==> src/hdl/nlc_pkg.sv <==
// Widths and fixed-point types shared by the corrector; only mode 00 changes behavior
package nlc_pkg;

	// ADC sample and corrected output width
	localparam int SAMPLE_W = 21;

	// Fixed-point arithmetic word width
	localparam int WORD_W = 32;

	// Polynomial coefficients, orders 0 to 5
	localparam int COEFF_COUNT = 6;

	// Full product width before the fraction shift
	localparam int PROD_W = 2 * WORD_W;

	// Sample shares the word's fraction position, so it is used sign-extended
	typedef logic signed [SAMPLE_W-1:0] sample_t;

	typedef logic signed [WORD_W-1:0] word_t;

	typedef logic signed [PROD_W-1:0] prod_t;

	// Per-channel normalization values
	typedef struct packed {
		word_t neg_mean;
		word_t recip_stdev;
	} chan_cal_t;

	// Indexed by polynomial order
	typedef word_t [COEFF_COUNT-1:0] coeff_set_t;

	// Modes 01 and 10 evaluate with the stored bank, like 11
	typedef enum logic [1:0] {
		MODE_LOAD_COEFF = 2'b00,
		MODE_UPGRADE    = 2'b01,
		MODE_FIT_ERROR  = 2'b10,
		MODE_STORED     = 2'b11
	} nlc_mode_e;

endpackage

==> src/hdl/nlc_channel_engine.sv <==
// Fixed seven-step latency per run; start must not arrive while a run is in progress
`timescale 1ns/1ps

module nlc_channel_engine import nlc_pkg::*; #(
	parameter int FRAC_BITS = 16
) (
	input  logic       clk,
	input  logic       reset,
	input  logic       start_i,
	input  sample_t    sample_i,
	input  chan_cal_t  cal_i,
	input  coeff_set_t coeff_i,
	output word_t      result_o,
	output logic       done_o
);

	localparam int STEP_W = 3;

	// Step values match the cycle count after start
	localparam logic [STEP_W-1:0] STEP_IDLE      = 3'd0;
	localparam logic [STEP_W-1:0] STEP_SCALE     = 3'd1;
	localparam logic [STEP_W-1:0] STEP_FIRST_MAC = 3'd2;
	localparam logic [STEP_W-1:0] STEP_LAST_MAC  = 3'd6;
	localparam logic [STEP_W-1:0] STEP_DONE      = 3'd7;

	logic [STEP_W-1:0] step;
	logic [STEP_W-1:0] coeff_idx;
	logic              mac_step;

	word_t sample_ext;
	word_t diff;
	word_t z;
	word_t acc;

	// Shared multiplier operands and result
	word_t mul_a;
	word_t mul_b;
	prod_t product;
	prod_t product_shift;
	word_t mul_res;
	word_t addend;

	assign sample_ext = {{(WORD_W-SAMPLE_W){sample_i[SAMPLE_W-1]}}, sample_i};

	assign mac_step = (step >= STEP_FIRST_MAC) && (step <= STEP_LAST_MAC);

	// Step 2 adds coefficient 4, step 6 adds coefficient 0
	assign coeff_idx = STEP_W'(COEFF_COUNT) - step;

	always_comb begin
		mul_a = acc;
		mul_b = z;
		addend = '0;
		if (step == STEP_SCALE) begin
			mul_a = diff;
			mul_b = cal_i.recip_stdev;
		end else if (step == STEP_FIRST_MAC) begin
			// Horner starts from the top coefficient
			mul_a = coeff_i[COEFF_COUNT-1];
		end
		if (mac_step) begin
			addend = coeff_i[coeff_idx];
		end
	end

	assign product = mul_a * mul_b;
	assign product_shift = product >>> FRAC_BITS;
	assign mul_res = product_shift[WORD_W-1:0];

	always_ff @(posedge clk) begin
		if (reset) begin
			step <= STEP_IDLE;
		end else if (start_i) begin
			step <= STEP_SCALE;
		end else if (step == STEP_DONE) begin
			step <= STEP_IDLE;
		end else if (step != STEP_IDLE) begin
			step <= step + 1'b1;
		end
	end

	always_ff @(posedge clk) begin
		if (reset) begin
			diff <= '0;
			z <= '0;
			acc <= '0;
		end else begin
			if (start_i) begin
				diff <= sample_ext + cal_i.neg_mean;
			end
			if (step == STEP_SCALE) begin
				z <= mul_res;
			end
			if (mac_step) begin
				acc <= mul_res + addend;
			end
		end
	end

	assign result_o = acc;
	assign done_o = (step == STEP_DONE);

	// The capture block must hold off new strobes until the run ends
	start_when_idle: assert property (
		@(posedge clk) disable iff (reset)
		start_i |-> (step == STEP_IDLE)
	) else $error("start_i arrived while the engine was running");

endmodule

==> config.mk <==
export PLATFORM = sky130hd
export DESIGN_NAME = nlc_channel_engine
export DESIGN_NICKNAME = d
export VERILOG_FILES = /design/src/hdl/nlc_pkg.sv /design/src/hdl/nlc_channel_engine.sv
export SDC_FILE = /design/constraint.sdc
export NUM_CORES = 2
export LEC_CHECK = 0
export ABC_AREA = 0
export BUFFER_PORTS_ARGS = -buffer_cell sky130_fd_sc_hd__buf_4
export CAP_MARGIN = 20
export CORE_ASPECT_RATIO = 0.6
export CORE_UTILIZATION = 28
export DETAILED_ROUTE_END_ITERATION = 12
export GPL_TIMING_DRIVEN = 0
export PLACE_DENSITY = 0.52
export SLEW_MARGIN = 20
export SYNTH_ARGS = -nofsm -noshare
export SYNTH_HDL_FRONTEND = slang
export SYNTH_SLANG_ARGS = --single-unit
==> constraint.sdc <==
create_clock -name clk -period 15.48 [get_ports clk]
set_clock_uncertainty 0.15 [all_clocks]
set_input_delay 3.096 -clock clk [delete_from_list [all_inputs] [get_ports clk]]
set_output_delay 3.096 -clock clk [all_outputs]
set_load 0.02 [all_outputs]
==> impl_metrics.py <==
metrics = {
    "synthesis": {
        "syn_inst": 4231,
        "synth_compound_area_frac": 0.0764,
        "synth.ff_latch_count": 99,
        "synth_mux_area_frac": 0.0433,
        "synth_top_cell_by_area": "fa_1",
        "ys_warn_count": 0,
        "yosysTopAreaCellShare": 0.457,
        "synth_edf_count": 0,
        "synthTopCellsByCount": "840 x fa_1, 804 x inv_1, 647 x nor2_1",
        "synthMostInstantiatedCell": "fa_1",
        "synth_top_family_by_area": "adder cells",
        "synthAdderAreaFrac": 0.536,
        "syn_area_per_cell_um2": 8.69,
        "yosys.area_share.xor_xnor": 0.0291,
        "ys.flop_type": "dfxtp_1",
        "synth_fp_nets": 5581,
        "async_flop_share": 0,
        "synth-simple-area-share": 0.157,
        "ys_types": 91,
        "netlist_top_cells_area": "fa_1 46%, inv_1 8.2%, ha_1 7.8%",
        "yosysSeqAreaShare": 0.0539,
        "netlist_area_mm2": 0.0368,
    },
    "clocking": {
        "cts_setup_buffers": 0,
        "cts_resized": 6,
        "cts-htree-levels": 3,
        "clk_latency_ns": 0.39,
        "ctsRootBufferMaster": "clkbuf_16",
        "clk_pin_slew_ns": 0.08,
        "cts_buffers": 9,
        "cts.hold.buffers_added": 0,
        "clock_sinks": 99,
        "clock_path_buffers": 2,
        "cts_tree": "done",
    },
    "final_layout": {
        "area_growth_pct": 13.8,
        "fin_nets": 5908,
        "postLayoutCellArea_mm2": 0.0418,
        "fin_util": 0.323,
        "layout-drive-gt1-share": 0.106,
    },
    "worst_setup_path": {
        "r2r_start": "step[0]",
        "cp_data_required_time_ns": 15.64,
        "reg2reg_slack_ns": 0.61,
        "rr_endpoint": "result_o[27]",
        "crit_arrival_ns": 15.05,
        "crit_buf_inv": 5,
        "crit_start": "cal_i[0]",
        "worst_setup_path_start_kind": "input port",
        "cp-endpoint": "result_o[27]",
        "critPathKind": "in2reg",
        "crit_fanout": 10,
        "worst-path-stages": 32,
        "r2r_cells": 41,
        "crit_slowest_cell": "mux2i_1",
        "end_kind": "flop",
        "cp_top_family": "adder cells",
        "crit_top_cell": "fa_1",
        "max_stage_delay_ns": 0.92,
    },
    "floorplan": {
        "die-area_mm2": 0.133,
        "ioPinCount": 313,
        "die_w_um": 470,
        "core_mm2": 0.130,
        "start_util": 0.284,
        "rows": 102,
        "die_h_um": 283,
    },
    "detailed_routing": {
        "drt_wl_total_um": 165000,
        "drt_iter0_drc": 3922,
        "drt_pass1_iterations": 6,
        "vias_per_cell": 5.08,
        "via_count": 31929,
        "post_drt_wl_per_cell_um": 26.3,
        "drc": 0,
        "postRouteAntennaNets": 0,
    },
    "placed_design": {
        "place.gp.congestion": 1.01,
        "dpl_cell_area_mm2": 0.0414,
        "portBuffers": 311,
        "dp_hpwl_um": 147000,
    },
    "sta": {
        "relSlewSlack": 0.174,
        "setup_viol": 0,
        "hold_viol_final": 0,
        "slew_viol_final": 0,
        "rsz0062_at_grt": "no",
        "max_slew.worst_pin.slew_ns": 1.20,
        "setup_tns_ns": 0,
        "min_period_ns": 14.89,
        "fmax_ghz": 0.0671,
        "fin_crit_sh": 0.962,
        "hold_ws_ns": 0.321,
    },
    "hold_path": {
        "hold_path_class": "reg2reg",
    },
    "global_routing": {
        "grtUsageTotal": 0.252,
        "grt_first_pass_wirelength_um": 236000,
        "grt_max_degree": 20,
        "gr-total-overflow": 0,
        "grt_pass1_vias": 31629,
        "grt_antenna_before_repair": 8,
    },
    "run": {
        "maxCapViolations": 0,
    },
    "status": {
        "status": "completed",
    },
}
## cell usage in the layout, fill, tap and decap left out, drive strengths merged, types with 24 or more instances in the layout
cell type    n
a21o        76
a21oi      133
a22oi       30
and2        40
buf        353
clkbuf     181
dfxtp       99
fa         840
ha         230
inv        806
mux2        32
mux2i       51
mux4        32
nand2      584
nand3       24
nor2       649
o21ai       39
xnor2       82
xor2        32
## layout make-up
cell class	instances	area [um^2]
Antenna cell	2	5.00
Buffer	205	851
Clock buffer	10	239
Clock inverter	6	96.3
Fill cell	13791	87800
Inverter	804	3020
Multi-Input combinational cell	3118	31000
Sequential cell	99	1980
Tap cell	1716	2150
Timing Repair Buffer	321	2450
## worst min path at each step
stage | endpoint | slack [ns] | from | cells past startpoint
4_1_cts | result_o[17] | 0.32 | result_o[17] | 2
2_1_floorplan | z[0] | 0.28 | z[0] | 2
6_report | result_o[17] | 0.32 | result_o[17] | 2
3_5_place_dp | z[0] | 0.29 | z[0] | 2
3_3_place_gp | z[1] | 0.29 | z[1] | 2
5_1_grt | result_o[22] | 0.34 | result_o[22] | 2
## per-stage QoR
| step | worst slack [ns] | std cells |
|---|---|---|
| detailed placement | -0.215 | 6267 |
| floorplan | 2.99 | 4231 |
| CTS | 0.116 | 6282 |
| global route | 0.257 | 6279 |
| global placement | -1.73 | 6258 |
| finish | 0.585 | 6281 |
## logic make-up after synthesis
logic type	Yosys count
and+or+nand+nor	1409
adders and majority gates	1070
buffers and inverters	1014
AOI/OAI and AO/OA	407
xor gates and xnor gates	117
muxes	115
DFF	99
## state kept, by name, summed over array words and instances (netlist names)
register / count
diff: 32
result_o: 32
z: 32
step: 3
## worst min-delay path, stage by stage, from the launching register on
cell and delay (ns):
dfxtp_1 0.33, nand2_1 0.05, a21oi_1 0.05
## routing by layer
metal  GRT usage  part of all wire  vias to the layer above
met1       0.404              0.48                    16467
met5           0           0.00027                        -
met4      0.0291             0.011                        6
met2       0.316              0.36                     1859
met3      0.0896              0.15                       97
li1            -                 -                    13500
Power is left out: the tool's default activity adds up to more than one toggle a clock period on the data nets, which glitch-free logic cannot reach.
