<file path="src/hdl/nlc_pkg.sv">
// Widths and fixed-point types shared by the corrector; only mode 00 changes behavior
package nlc_pkg;

	// ADC sample and corrected output width
	localparam int SAMPLE_W = 21;

	// Fixed-point arithmetic word width
	localparam int WORD_W = 32;

	// Polynomial coefficients, orders 0 to 5
	localparam int COEFF_COUNT = 6;

	// Full product width before the fraction shift
	localparam int PROD_W = 2 * WORD_W;

	// Sample shares the word's fraction position, so it is used sign-extended
	typedef logic signed [SAMPLE_W-1:0] sample_t;

	typedef logic signed [WORD_W-1:0] word_t;

	typedef logic signed [PROD_W-1:0] prod_t;

	// Per-channel normalization values
	typedef struct packed {
		word_t neg_mean;
		word_t recip_stdev;
	} chan_cal_t;

	// Indexed by polynomial order
	typedef word_t [COEFF_COUNT-1:0] coeff_set_t;

	// Modes 01 and 10 evaluate with the stored bank, like 11
	typedef enum logic [1:0] {
		MODE_LOAD_COEFF = 2'b00,
		MODE_UPGRADE    = 2'b01,
		MODE_FIT_ERROR  = 2'b10,
		MODE_STORED     = 2'b11
	} nlc_mode_e;

endpackage

</file>
<file path="src/hdl/nlc_output_collect.sv">
// Results are truncated to the low SAMPLE_W bits and held until the next done pulse
`timescale 1ns/1ps

module nlc_output_collect import nlc_pkg::*; #(
	parameter int NUM_CH = 16
) (
	input  logic    clk,
	input  logic    reset,
	input  logic    done_i,
	input  word_t   result_i [NUM_CH],
	output sample_t x_lin_o [NUM_CH],
	output logic    srdyo_o
);

	always_ff @(posedge clk) begin
		if (reset) begin
			srdyo_o <= 1'b0;
		end else begin
			srdyo_o <= done_i;
		end
	end

	// Output bank changes only at the end of a run
	always_ff @(posedge clk) begin
		if (reset) begin
			for (int ch = 0; ch < NUM_CH; ch++) begin
				x_lin_o[ch] <= '0;
			end
		end else if (done_i) begin
			for (int ch = 0; ch < NUM_CH; ch++) begin
				x_lin_o[ch] <= result_i[ch][SAMPLE_W-1:0];
			end
		end
	end

	// Runs are at least eight cycles apart, so the strobe can never repeat
	srdyo_single_cycle: assert property (
		@(posedge clk) disable iff (reset)
		srdyo_o |=> !srdyo_o
	) else $error("srdyo_o high two cycles in a row");

endmodule

</file>
<file path="config.mk">
export PLATFORM = sky130hd
export DESIGN_NAME = nlc_output_collect
export DESIGN_NICKNAME = d
export VERILOG_FILES = /design/src/hdl/nlc_pkg.sv /design/src/hdl/nlc_output_collect.sv
export SDC_FILE = /design/constraint.sdc
export NUM_CORES = 1
export LEC_CHECK = 0
export BUFFER_PORTS_ARGS = -buffer_cell sky130_fd_sc_hd__buf_4
export CAP_MARGIN = 5
export CORE_AREA = 4 4 333 335
export CTS_CLUSTER_DIAMETER = 50
export DETAILED_ROUTE_END_ITERATION = 7
export DIE_AREA = 0 0 337 339
export SETUP_SLACK_MARGIN = 0.4
export SKIP_CTS_REPAIR_TIMING = 1
export SLEW_MARGIN = 0
export SYNTH_ARGS = -nofsm -noshare
export SYNTH_HDL_FRONTEND = slang
export SYNTH_SLANG_ARGS = --single-unit
</file>
<file path="constraint.sdc">
create_clock -name clk -period 2.9 [get_ports clk]
set_clock_uncertainty 0.2 [all_clocks]
set_input_delay 0.58 -clock clk [delete_from_list [all_inputs] [get_ports clk]]
set_output_delay 0.58 -clock clk [all_outputs]
set_load 0.005 [all_outputs]
</file>
==> flow_summary.ini, run 1 <==
[drt]
drc = 0
ant_nets = 0
m1WireLength_mm = 17.9
top_layer_used = met5
post_drt_via_cell_ratio = 3.18
drt-initial-drc-count = 246
wire_per_inst_microns = 14.6
met3RoutedLength_mm = 7.00
first_pass_iters = 4
finalWirelength_mm = 48.8
vias = 10600
dr_wl_met2_mm = 22.1

[timing]
setup_viol = 0
max_clock_freq_ghz = 0.509
relSlewSlack_pct = 44.0
period_needed_ns = 1.96
tightest_slew_ns = 0.839
setup_tns_ns = 0
fin_ws_ns = 0.936
whs_ns = 0.0273
rsz0062_at_grt = false
drv_slew = 0
fin_crit_sh_pct = 67.7
hold_violations = 0

[synth]
ys_ff_latch = 337
synth_compound_area_share_pct = 0
synth_area_leaders = dfxtp_1 56%, mux2i_1 28%, nor2_1 10%
synth_top_family_by_area = multiplexers
synth_cell_types = 9
synth_nets = 1600
synth-xor-area-share_pct = 0
yosysWarnings = 0
synthMuxAreaShare_pct = 27.8
synth_seq_area_share_pct = 55.7
synth.top_cell.area_share_pct = 55.7
post-synth-top-area-cell = dfxtp_1
synth_area_sq_mm = 0.0121
avgSynthCellArea_sq_um = 11.2
postSynthCellCount = 1085
synthSimpleGateAreaFrac_pct = 10.5
synth_adder_area_share_pct = 0

[critical_path]
worst_ep_arrival_time_ns = 1.18
critical_path.top_delay_family = flip-flops
crit_path_cell_trace = buf_4
crit_path_end_kind = primary output
critical_path.max_stage_delay_ns = 0.44
worst-path-stages = 1
cpMaxStageDelayCell = dfxtp_1
r2r_slack_ns = 2.00
critPathLaunchType = flop
path_class = flop to primary output
critPathMaxFanout = 2
worstRegToRegCells = 2
path_buf_inv = 1
worst_ep_required_time_ns = 2.12

[global_route]
grt-ovfl-total = 0
grt_pass1_vias = 10500
grt_use_total_pct = 7.93
grt_pass1_wl_mm = 67.6
antenna_found_initial = 1
grt_max_degree = 64

[clocking]
htree_num_levels = 2
numCtsBuffers = 48
root_buffer = clkbuf_16
path_clk_slew_ns = 0.06
cts_sinks = 337
ctsLongestPathBuffers = 3
cts_tree = built
clk_latency_ns = 0.58

[layout]
antenna_cells = 0
final_nets = 2402
area_growth_pct = 77.1
n_fill_cell = 11800
regArea_sq_mm = 0.00675
drive_above_1_share_pct = 41.9
multi_input_area_sq_mm = 0.00463

[power_and_ir_drop]
power.internal_w = 0.00968
peakVddDrop_mv = 0.348
powerDensity_mw_per_mm2 = 597
p_sw_share_pct = 24.4
seq_power_share_pct = 39.6
p_clk_share_pct = 46.9
p_sw_w = 0.00312
leakage_nw = 10.3
combPwrFrac_pct = 13.4

[floorplanning]
die_area_sq_mm = 0.114
ioPinCount = 852
die_h_microns = 339
rows = 121
die-width_microns = 337
start_util_pct = 11.2
fp.coreArea_sq_mm = 0.108

[run_status]
status = complete, no violations

[placement]
routabilityCongestion = 0.791
dp_slack_ns = 0.782
portBuffers = 675
place.detailed.hpwl_mm = 37.9

[min_path]
min_path_cells = 3
hold_class = input port to flop

[run]
max-cap-violations = 0
==> state kept, by name, indices dropped and copies added, names as in the netlist <==
name	count
x_lin_o	336
srdyo_o	1
==> synth_stat cells, drive strengths merged <==
cell type	n
mux2i	336
buf	51
nor2	336
nor2b	1
dfxtp	337
clkbuf	24
==> cell type report <==
type                    instances  area share, %
clock buffers                  61           6.25
clock inverters                24           1.44
multi-input cells             673           21.6
flip-flops and latches        337           31.5
well taps                    1414           8.25
repair buffers                827           31.0
==> power groups by stage <==
stage                     clock network (W)  registers [W]  logic (W)
final                               0.00601        0.00507    0.00172
after global routing                0.00645        0.00510    0.00188
after CTS                           0.00627        0.00507    0.00164
after detailed placement                  0        0.00516    0.00164
after global placement                    0        0.00516    0.00163
after floorplan                           0        0.00516   0.000624
==> routing by layer <==
layer  up-vias  track usage, %
li1       5205               -
met1      4805            8.05
met2       532            13.0
met3        77            5.08
met4         2            3.22
met5         -               0
==> logic make-up (layout without fill, tap and decap cells) <==
logic type	after synthesis	in the layout
and+or+nand+nor	337	337
DFF	337	337
buffers and inverters	75	912
muxes	336	336
==> cell usage in the layout (no fill, tap or decap) <==
master | synthesis | routed
inv_8 | 0 | 1
clkinv_4 | 0 | 1
buf_8 | 34 | 2
nor2_1 | 336 | 336
bufinv_16 | 0 | 5
nor2b_1 | 1 | 1
clkbuf_1 | 24 | 4
inv_6 | 0 | 8
dfxtp_1 | 337 | 337
clkinv_8 | 0 | 1
clkinvlp_4 | 0 | 5
clkinv_2 | 0 | 3
mux2i_1 | 336 | 336
clkbuf_16 | 0 | 48
buf_12 | 3 | 14
buf_4 | 0 | 709
dlygate4sd3_1 | 0 | 102
clkbuf_8 | 0 | 9
==> metrics by stage <==
stage / total power [W] / util [%] / area [sq um] / std cells
after floorplan: 0.00579 / - / 12100 / 1085
after global placement: 0.00679 / 17.4 / 18800 / 3149
after detailed placement: 0.00680 / 17.4 / 18800 / 3149
after CTS: 0.0130 / 18.9 / 20400 / 3234
after global routing: 0.0134 / 19.8 / 21400 / 3336
final: 0.0128 / 19.8 / 21400 / 3336
==> path summary, 6_finish.rpt <==
path	startpoint	end
worst max-delay path	x_lin_o[280]$_SDFFE_PP0P_	x_lin_o[280]
worst min-delay path	result_i[96]	x_lin_o[63]$_SDFFE_PP0P_
worst max register to register	x_lin_o[280]$_SDFFE_PP0P_	x_lin_o[280]$_SDFFE_PP0P_
worst min register to register	x_lin_o[315]$_SDFFE_PP0P_	x_lin_o[315]$_SDFFE_PP0P_
(Power assumes the default switching activity.)
==> run 2, diff against run 1 <==
--- a/config.mk
+++ b/config.mk
@@ -7,10 +7,10 @@
 export LEC_CHECK = 0
 export BUFFER_PORTS_ARGS = -buffer_cell sky130_fd_sc_hd__buf_4
 export CAP_MARGIN = 5
-export CORE_AREA = 4 4 333 335
+export CORE_AREA = 4 4 332 334
 export CTS_CLUSTER_DIAMETER = 50
 export DETAILED_ROUTE_END_ITERATION = 7
-export DIE_AREA = 0 0 337 339
+export DIE_AREA = 0 0 336 338
 export SETUP_SLACK_MARGIN = 0.4
 export SKIP_CTS_REPAIR_TIMING = 1
 export SLEW_MARGIN = 0
==> constraint.sdc (replaced) <==
create_clock -name clk -period 1.6 [get_ports clk]
set_clock_uncertainty 0.2 [all_clocks]
set_input_delay 0.32 -clock clk [delete_from_list [all_inputs] [get_ports clk]]
set_output_delay 0.32 -clock clk [all_outputs]
set_load 0.005 [all_outputs]
==> run 2 against run 1 <==
The run now ends with negative setup slack left. Die area fell by 0.59%. Register-to-register slack worse by 1.4 ns. Sequential share of layout area down 3.4 points. Final cell count rose by 7.6%. Total power grew 90%. Design area up 20%. Clock power grew 81%. Worst setup slack worse by 0.96 ns. Non-clock buffer count rose by 255. Critical path depth unchanged. Largest cell class is now buffers.
==> flow_summary.ini, run 2 (synthesis gave the netlist of run 1 again) <==
[clocking]
root_buffer = clkbuf_16
htree_num_levels = 2
cts_tree = built
cts_sinks = 337
ctsLongestPathBuffers = 3
numCtsBuffers = 48
path_clk_slew_ns = 0.06
clk_latency_ns = 0.60

[floorplanning]
die-width_microns = 336
fp.coreArea_sq_mm = 0.107
die_h_microns = 338
ioPinCount = 852
rows = 120
start_util_pct = 11.3
die_area_sq_mm = 0.114

[layout]
reg.largest.list = x_lin_o: 336 flops, srdyo_o: 1 flops
largest_register_ffs = 336
design_area_sq_mm = 0.0257
layout.cells.non_filler = 3591
drive_above_1_share_pct = 53.3
fin_util_pct = 24.1
area_growth_pct = 112
final_cell_mix = 387 x buf_4, 339 x dlygate4sd3_1, 336 x mux2i_1, 336 x nor2_1, 336 x buf_6
regMostFlops = x_lin_o
final_nets = 2657
final_common_cell = buf_4

[critical_path]
cpMaxStageDelayCell = dfxtp_4
worstRegToRegCells = 3
critPathMaxFanout = 2
critical_path.max_stage_delay_ns = 0.39
r2r_slack_ns = 0.60
timing.critical_path.to = x_lin_o[93]
reg2reg_from = x_lin_o[119]$_SDFFE_PP0P_
r2r_end = x_lin_o[119]$_SDFFE_PP0P_
startpoint = x_lin_o[93]$_SDFFE_PP0P_
worst-path-stages = 1
worst_ep_arrival_time_ns = 1.10
worst_ep_required_time_ns = 1.08
path_class = flop to primary output
crit_path_cell_trace = buf_6
path_buf_inv = 1
critical_path.top_delay_family = flip-flops
crit_path_end_kind = primary output
critPathLaunchType = flop

[global_route]
antenna_found_initial = 13
grt_use_total_pct = 8.22
grt-ovfl-total = 0
grt_max_degree = 51
grt_pass1_vias = 10600
grt_pass1_wl_mm = 69.2

[run]
max-cap-violations = 0

[timing]
period_needed_ns = 1.62
drv_slew = 0
fin_crit_sh_pct = 102
tightest_slew_ns = 0.668
max_clock_freq_ghz = 0.615
fin_ws_ns = -0.0248
relSlewSlack_pct = 55.3
rsz0062_at_grt = true
setup_viol = 8
hold_violations = 0

[drt]
ant_nets = 0
wire_per_inst_microns = 16.3
post_drt_via_cell_ratio = 3.40
vias = 12200
drc = 0
first_pass_iters = 4
finalWirelength_mm = 58.6
drt-initial-drc-count = 343

[min_path]
hold_class = input port to flop

[placement]
dpl_cell_area_sq_mm = 0.0188
routabilityCongestion = 0.756
dp_cells = 3140
place.detailed.hpwl_mm = 40.0
portBuffers = 675

[power_and_ir_drop]
leakage_nw = 11.8
powerDensity_mw_per_mm2 = 947
peakVddDrop_mv = 0.688

[run_status]
status = finished with violations
violations = negative setup slack
## run 2: changes by cell type in the layout (fill, tap and decap cells not counted), sizes merged
cell	change
clkbuf	-1
clkinv	+7
clkinvlp	-1
inv	-2
diode	+9
dlygate4sd3	+237
buf	+18
bufinv	-1
## run 2: through the flow
stage          TNS (ns)  setup slack [ns]  power (W)  hold slack (ns)
2_1_floorplan         0             0.343     0.0105            0.267
3_3_place_gp          0            0.0257     0.0123            0.275
3_5_place_dp          0           0.00532     0.0123            0.280
4_1_cts          -15.20            -0.233     0.0234           -0.323
5_1_grt           -7.41           -0.0946     0.0254           0.0153
6_report        -0.0852           -0.0248     0.0243           0.0504
## run 2: layout make-up
type                            count  area (sq um)
Antenna cell                        9          22.5
Clock buffer                       60          1330
Clock inverter                     27           307
Fill cell                       11100         81200
Multi-Input combinational cell    673          4630
Sequential cell                   337          7200
Tap cell                         1403          1760
Timing Repair Buffer             1082         10500
## run 2: how the worst min path moves through the flow
stage / end / slack [ns] / start / depth (start not counted)
floorplan: x_lin_o[104]$_SDFFE_PP0P_ / 0.27 / result_i[148] / 2
global placement: x_lin_o[237]$_SDFFE_PP0P_ / 0.27 / x_lin_o[237]$_SDFFE_PP0P_ / 2
detailed placement: x_lin_o[257]$_SDFFE_PP0P_ / 0.28 / x_lin_o[257]$_SDFFE_PP0P_ / 2
CTS: x_lin_o[99]$_SDFFE_PP0P_ / -0.32 / result_i[143] / 3
global route: x_lin_o[285]$_SDFFE_PP0P_ / 0.02 / reset / 4
finish: x_lin_o[288]$_SDFFE_PP0P_ / 0.05 / reset / 4
## run 2: routing by layer
metal	wire length, microns	global-route usage, %
met1	23100	9.07
met2	26900	13.2
met3	6410	4.76
met4	2150	2.89
met5	11	0
## run 2: power by group
group | internal [W] | switching (W)
sequential | 0.00900 | 0.000408
clock | 0.00660 | 0.00426
combinational | 0.00258 | 0.00149
==> run 3, diff against run 2 <==
--- a/config.mk
+++ b/config.mk
@@ -5,12 +5,13 @@
 export SDC_FILE = /design/constraint.sdc
 export NUM_CORES = 1
 export LEC_CHECK = 0
+export ABC_AREA = 1
 export BUFFER_PORTS_ARGS = -buffer_cell sky130_fd_sc_hd__buf_4
 export CAP_MARGIN = 5
-export CORE_AREA = 4 4 332 334
+export CORE_AREA = 4 4 326 328
 export CTS_CLUSTER_DIAMETER = 50
 export DETAILED_ROUTE_END_ITERATION = 7
-export DIE_AREA = 0 0 336 338
+export DIE_AREA = 0 0 330 332
 export SETUP_SLACK_MARGIN = 0.4
 export SKIP_CTS_REPAIR_TIMING = 1
 export SLEW_MARGIN = 0
==> run 3 against run 2 <==
The run ends with negative hold slack, negative setup slack left. Flip-flop and latch count is the same. Hold slack worse by 0.067 ns. Die area shrank 3.5%. Synthesized cell count rose by 96%. Final cell count is 28% higher. Total power up 5.5%. Combinational power up 13%. Critical endpoint is now x_lin_o[310]. Largest cell class unchanged. Largest power group unchanged.
==> flow_summary.ini, run 3 <==
[layout]
final_cell_mix = 673 x nor2_1, 672 x nand2_1, 398 x buf_4, 338 x dlygate4sd3_1
final_nets = 3676
final_common_cell = nor2_1
multi_input_area_sq_mm = 0.00505
largest_register_ffs = 336
antenna_cells = 0
regMostFlops = x_lin_o
drive_above_1_share_pct = 36.7
area_growth_pct = 98.0
reg.largest.list = x_lin_o: 336 flops, srdyo_o: 1 flops
regArea_sq_mm = 0.00717
layout.cells.non_filler = 4582
n_fill_cell = 10700
design_area_sq_mm = 0.0274

[drt]
vias = 16000
first_pass_iters = 5
wire_per_inst_microns = 12.5
ant_nets = 0
post_drt_via_cell_ratio = 3.49
drt-initial-drc-count = 548
finalWirelength_mm = 57.2
drc = 0

[clocking]
root_buffer = clkbuf_16
ctsLongestPathBuffers = 3
clk_latency_ns = 0.59
htree_num_levels = 2
path_clk_slew_ns = 0.06
numCtsBuffers = 52
cts_sinks = 337
cts_tree = built

[placement]
portBuffers = 675
place.detailed.hpwl_mm = 39.0
dp_cells = 4134
routabilityCongestion = 0.845
dpl_cell_area_sq_mm = 0.0205
dp_slack_ns = 0.0393

[global_route]
antenna_found_initial = 1
grt_use_total_pct = 8.47
grt_max_degree = 61
grt-ovfl-total = 0
grt_pass1_wl_mm = 73.3
grt_pass1_vias = 13100

[timing]
period_needed_ns = 1.66
whs_ns = -0.0165
fin_crit_sh_pct = 104
max_clock_freq_ghz = 0.602
fin_ws_ns = -0.0619
rsz0062_at_grt = true
tightest_slew_ns = 0.367
relSlewSlack_pct = 75.5
setup_viol = 23
hold_violations = 1
drv_slew = 0
setup_tns_ns = -0.401

[synth]
synth_common_cells = 673 x nor2_1, 672 x nand2_1, 337 x dfxtp_1, 337 x inv_1, 62 x buf_2
postSynthCellCount = 2132
synthFlopType = dfxtp_1
avgSynthCellArea_sq_um = 6.50
yosysWarnings = 0
synth_area_leaders = dfxtp_1 49%, nor2_1 18%, nand2_1 18%
synth_edf_count = 0
synth_nets = 2647
async_flop_share_pct = 0
yosysMostFrequentCell = nor2_1
synth.top_cell.area_share_pct = 48.7
synth_cell_types = 8
synth_seq_area_share_pct = 48.7
post-synth-top-area-cell = dfxtp_1
synth_area_sq_mm = 0.0139
ys_ff_latch = 337

[power_and_ir_drop]
seq_power_share_pct = 37.2
p_sw_share_pct = 26.1
powerDensity_mw_per_mm2 = 936
p_sw_w = 0.00670
leakage_nw = 14.2
power.internal_w = 0.0190
combPwrFrac_pct = 17.9
peakVddDrop_mv = 0.806
p_clk_share_pct = 44.9

[critical_path]
cpMaxStageDelayCell = dfxtp_4
critical_path.max_stage_delay_ns = 0.41
path_class = flop to primary output
worst_ep_arrival_time_ns = 1.14
critical_path.top_delay_family = flip-flops
path_buf_inv = 1
reg2reg_from = x_lin_o[308]$_SDFFE_PP0P_
crit_path_cell_trace = buf_6
critPathMaxFanout = 2
critPathLaunchType = flop
worst_ep_required_time_ns = 1.08
startpoint = x_lin_o[310]$_SDFFE_PP0P_
crit_path_end_kind = primary output

[floorplanning]
start_util_pct = 13.4
fp.coreArea_sq_mm = 0.103
die-width_microns = 330
die_h_microns = 332
ioPinCount = 852
rows = 118
die_area_sq_mm = 0.110

[min_path]
hp-start = result_i[308]
hold_class = input port to flop

[run_status]
violations = negative hold slack, negative setup slack
status = finished with violations

[run]
max-cap-violations = 0
## run 3: cell families after synthesis
logic type / Yosys count / share of synthesized area [%]
AND/OR/NAND/NOR: 1345 / 36.4
buffers and inverters: 450 / 14.9
flip-flops: 337 / 48.7
## run 3: per-layer routing
| layer | wire length, microns | vias up | GRT usage (%) | part of all wire [%] |
|---|---|---|---|---|
| met1 | 22100 | 7109 | 9.48 | 39 |
| met4 | 2660 | 2 | 3.79 | 4.7 |
| li1 | - | 8085 | - | - |
| met3 | 5770 | 140 | 3.64 | 10 |
| met2 | 26600 | 639 | 13.9 | 47 |
| met5 | 15 | - | 0 | 0.026 |
## run 3: final cells by class
cell class | count | area share, %
clock buffers | 66 | 5.15
well taps | 1380 | 6.30
repair buffers | 1087 | 38.1
inverters | 338 | 4.65
flip-flops and latches | 337 | 26.1
multi-input cells | 1345 | 18.4
clock inverters | 29 | 1.28
## run 3: power groups by stage
| stage | sequential (W) | clock (W) | combinational, W |
|---|---|---|---|
| after floorplan | 0.00950 | 0 | 0.00141 |
| after global placement | 0.00946 | 0 | 0.00349 |
| after detailed placement | 0.00948 | 0 | 0.00349 |
| after CTS | 0.00931 | 0.0119 | 0.00350 |
| after global routing | 0.00961 | 0.0122 | 0.00504 |
| final | 0.00955 | 0.0115 | 0.00461 |
## run 3: final timing paths
check | end | slack, ns | cells past startpoint
setup / recovery | x_lin_o[310] | -0.06 | 1
hold / removal | x_lin_o[209]$_SDFFE_PP0P_ | -0.02 | 5
setup reg to reg | x_lin_o[308]$_SDFFE_PP0P_ | 0.67 | 3
hold reg to reg | x_lin_o[258]$_SDFFE_PP0P_ | 0.27 | 2
## run 3: tightest hold or removal path, cell delays in order
cell     delay (ns)
buf_4          0.08
inv_1          0.07
nand2_1        0.07
nand2_1        0.08
nor2_1         0.10
## run 3: per-stage QoR
step,power (W),utilization [%]
floorplan,0.0109,-
global placement,0.0129,19.8
detailed placement,0.0130,19.8
CTS,0.0247,21.6
global route,0.0269,26.6
finish,0.0257,26.6
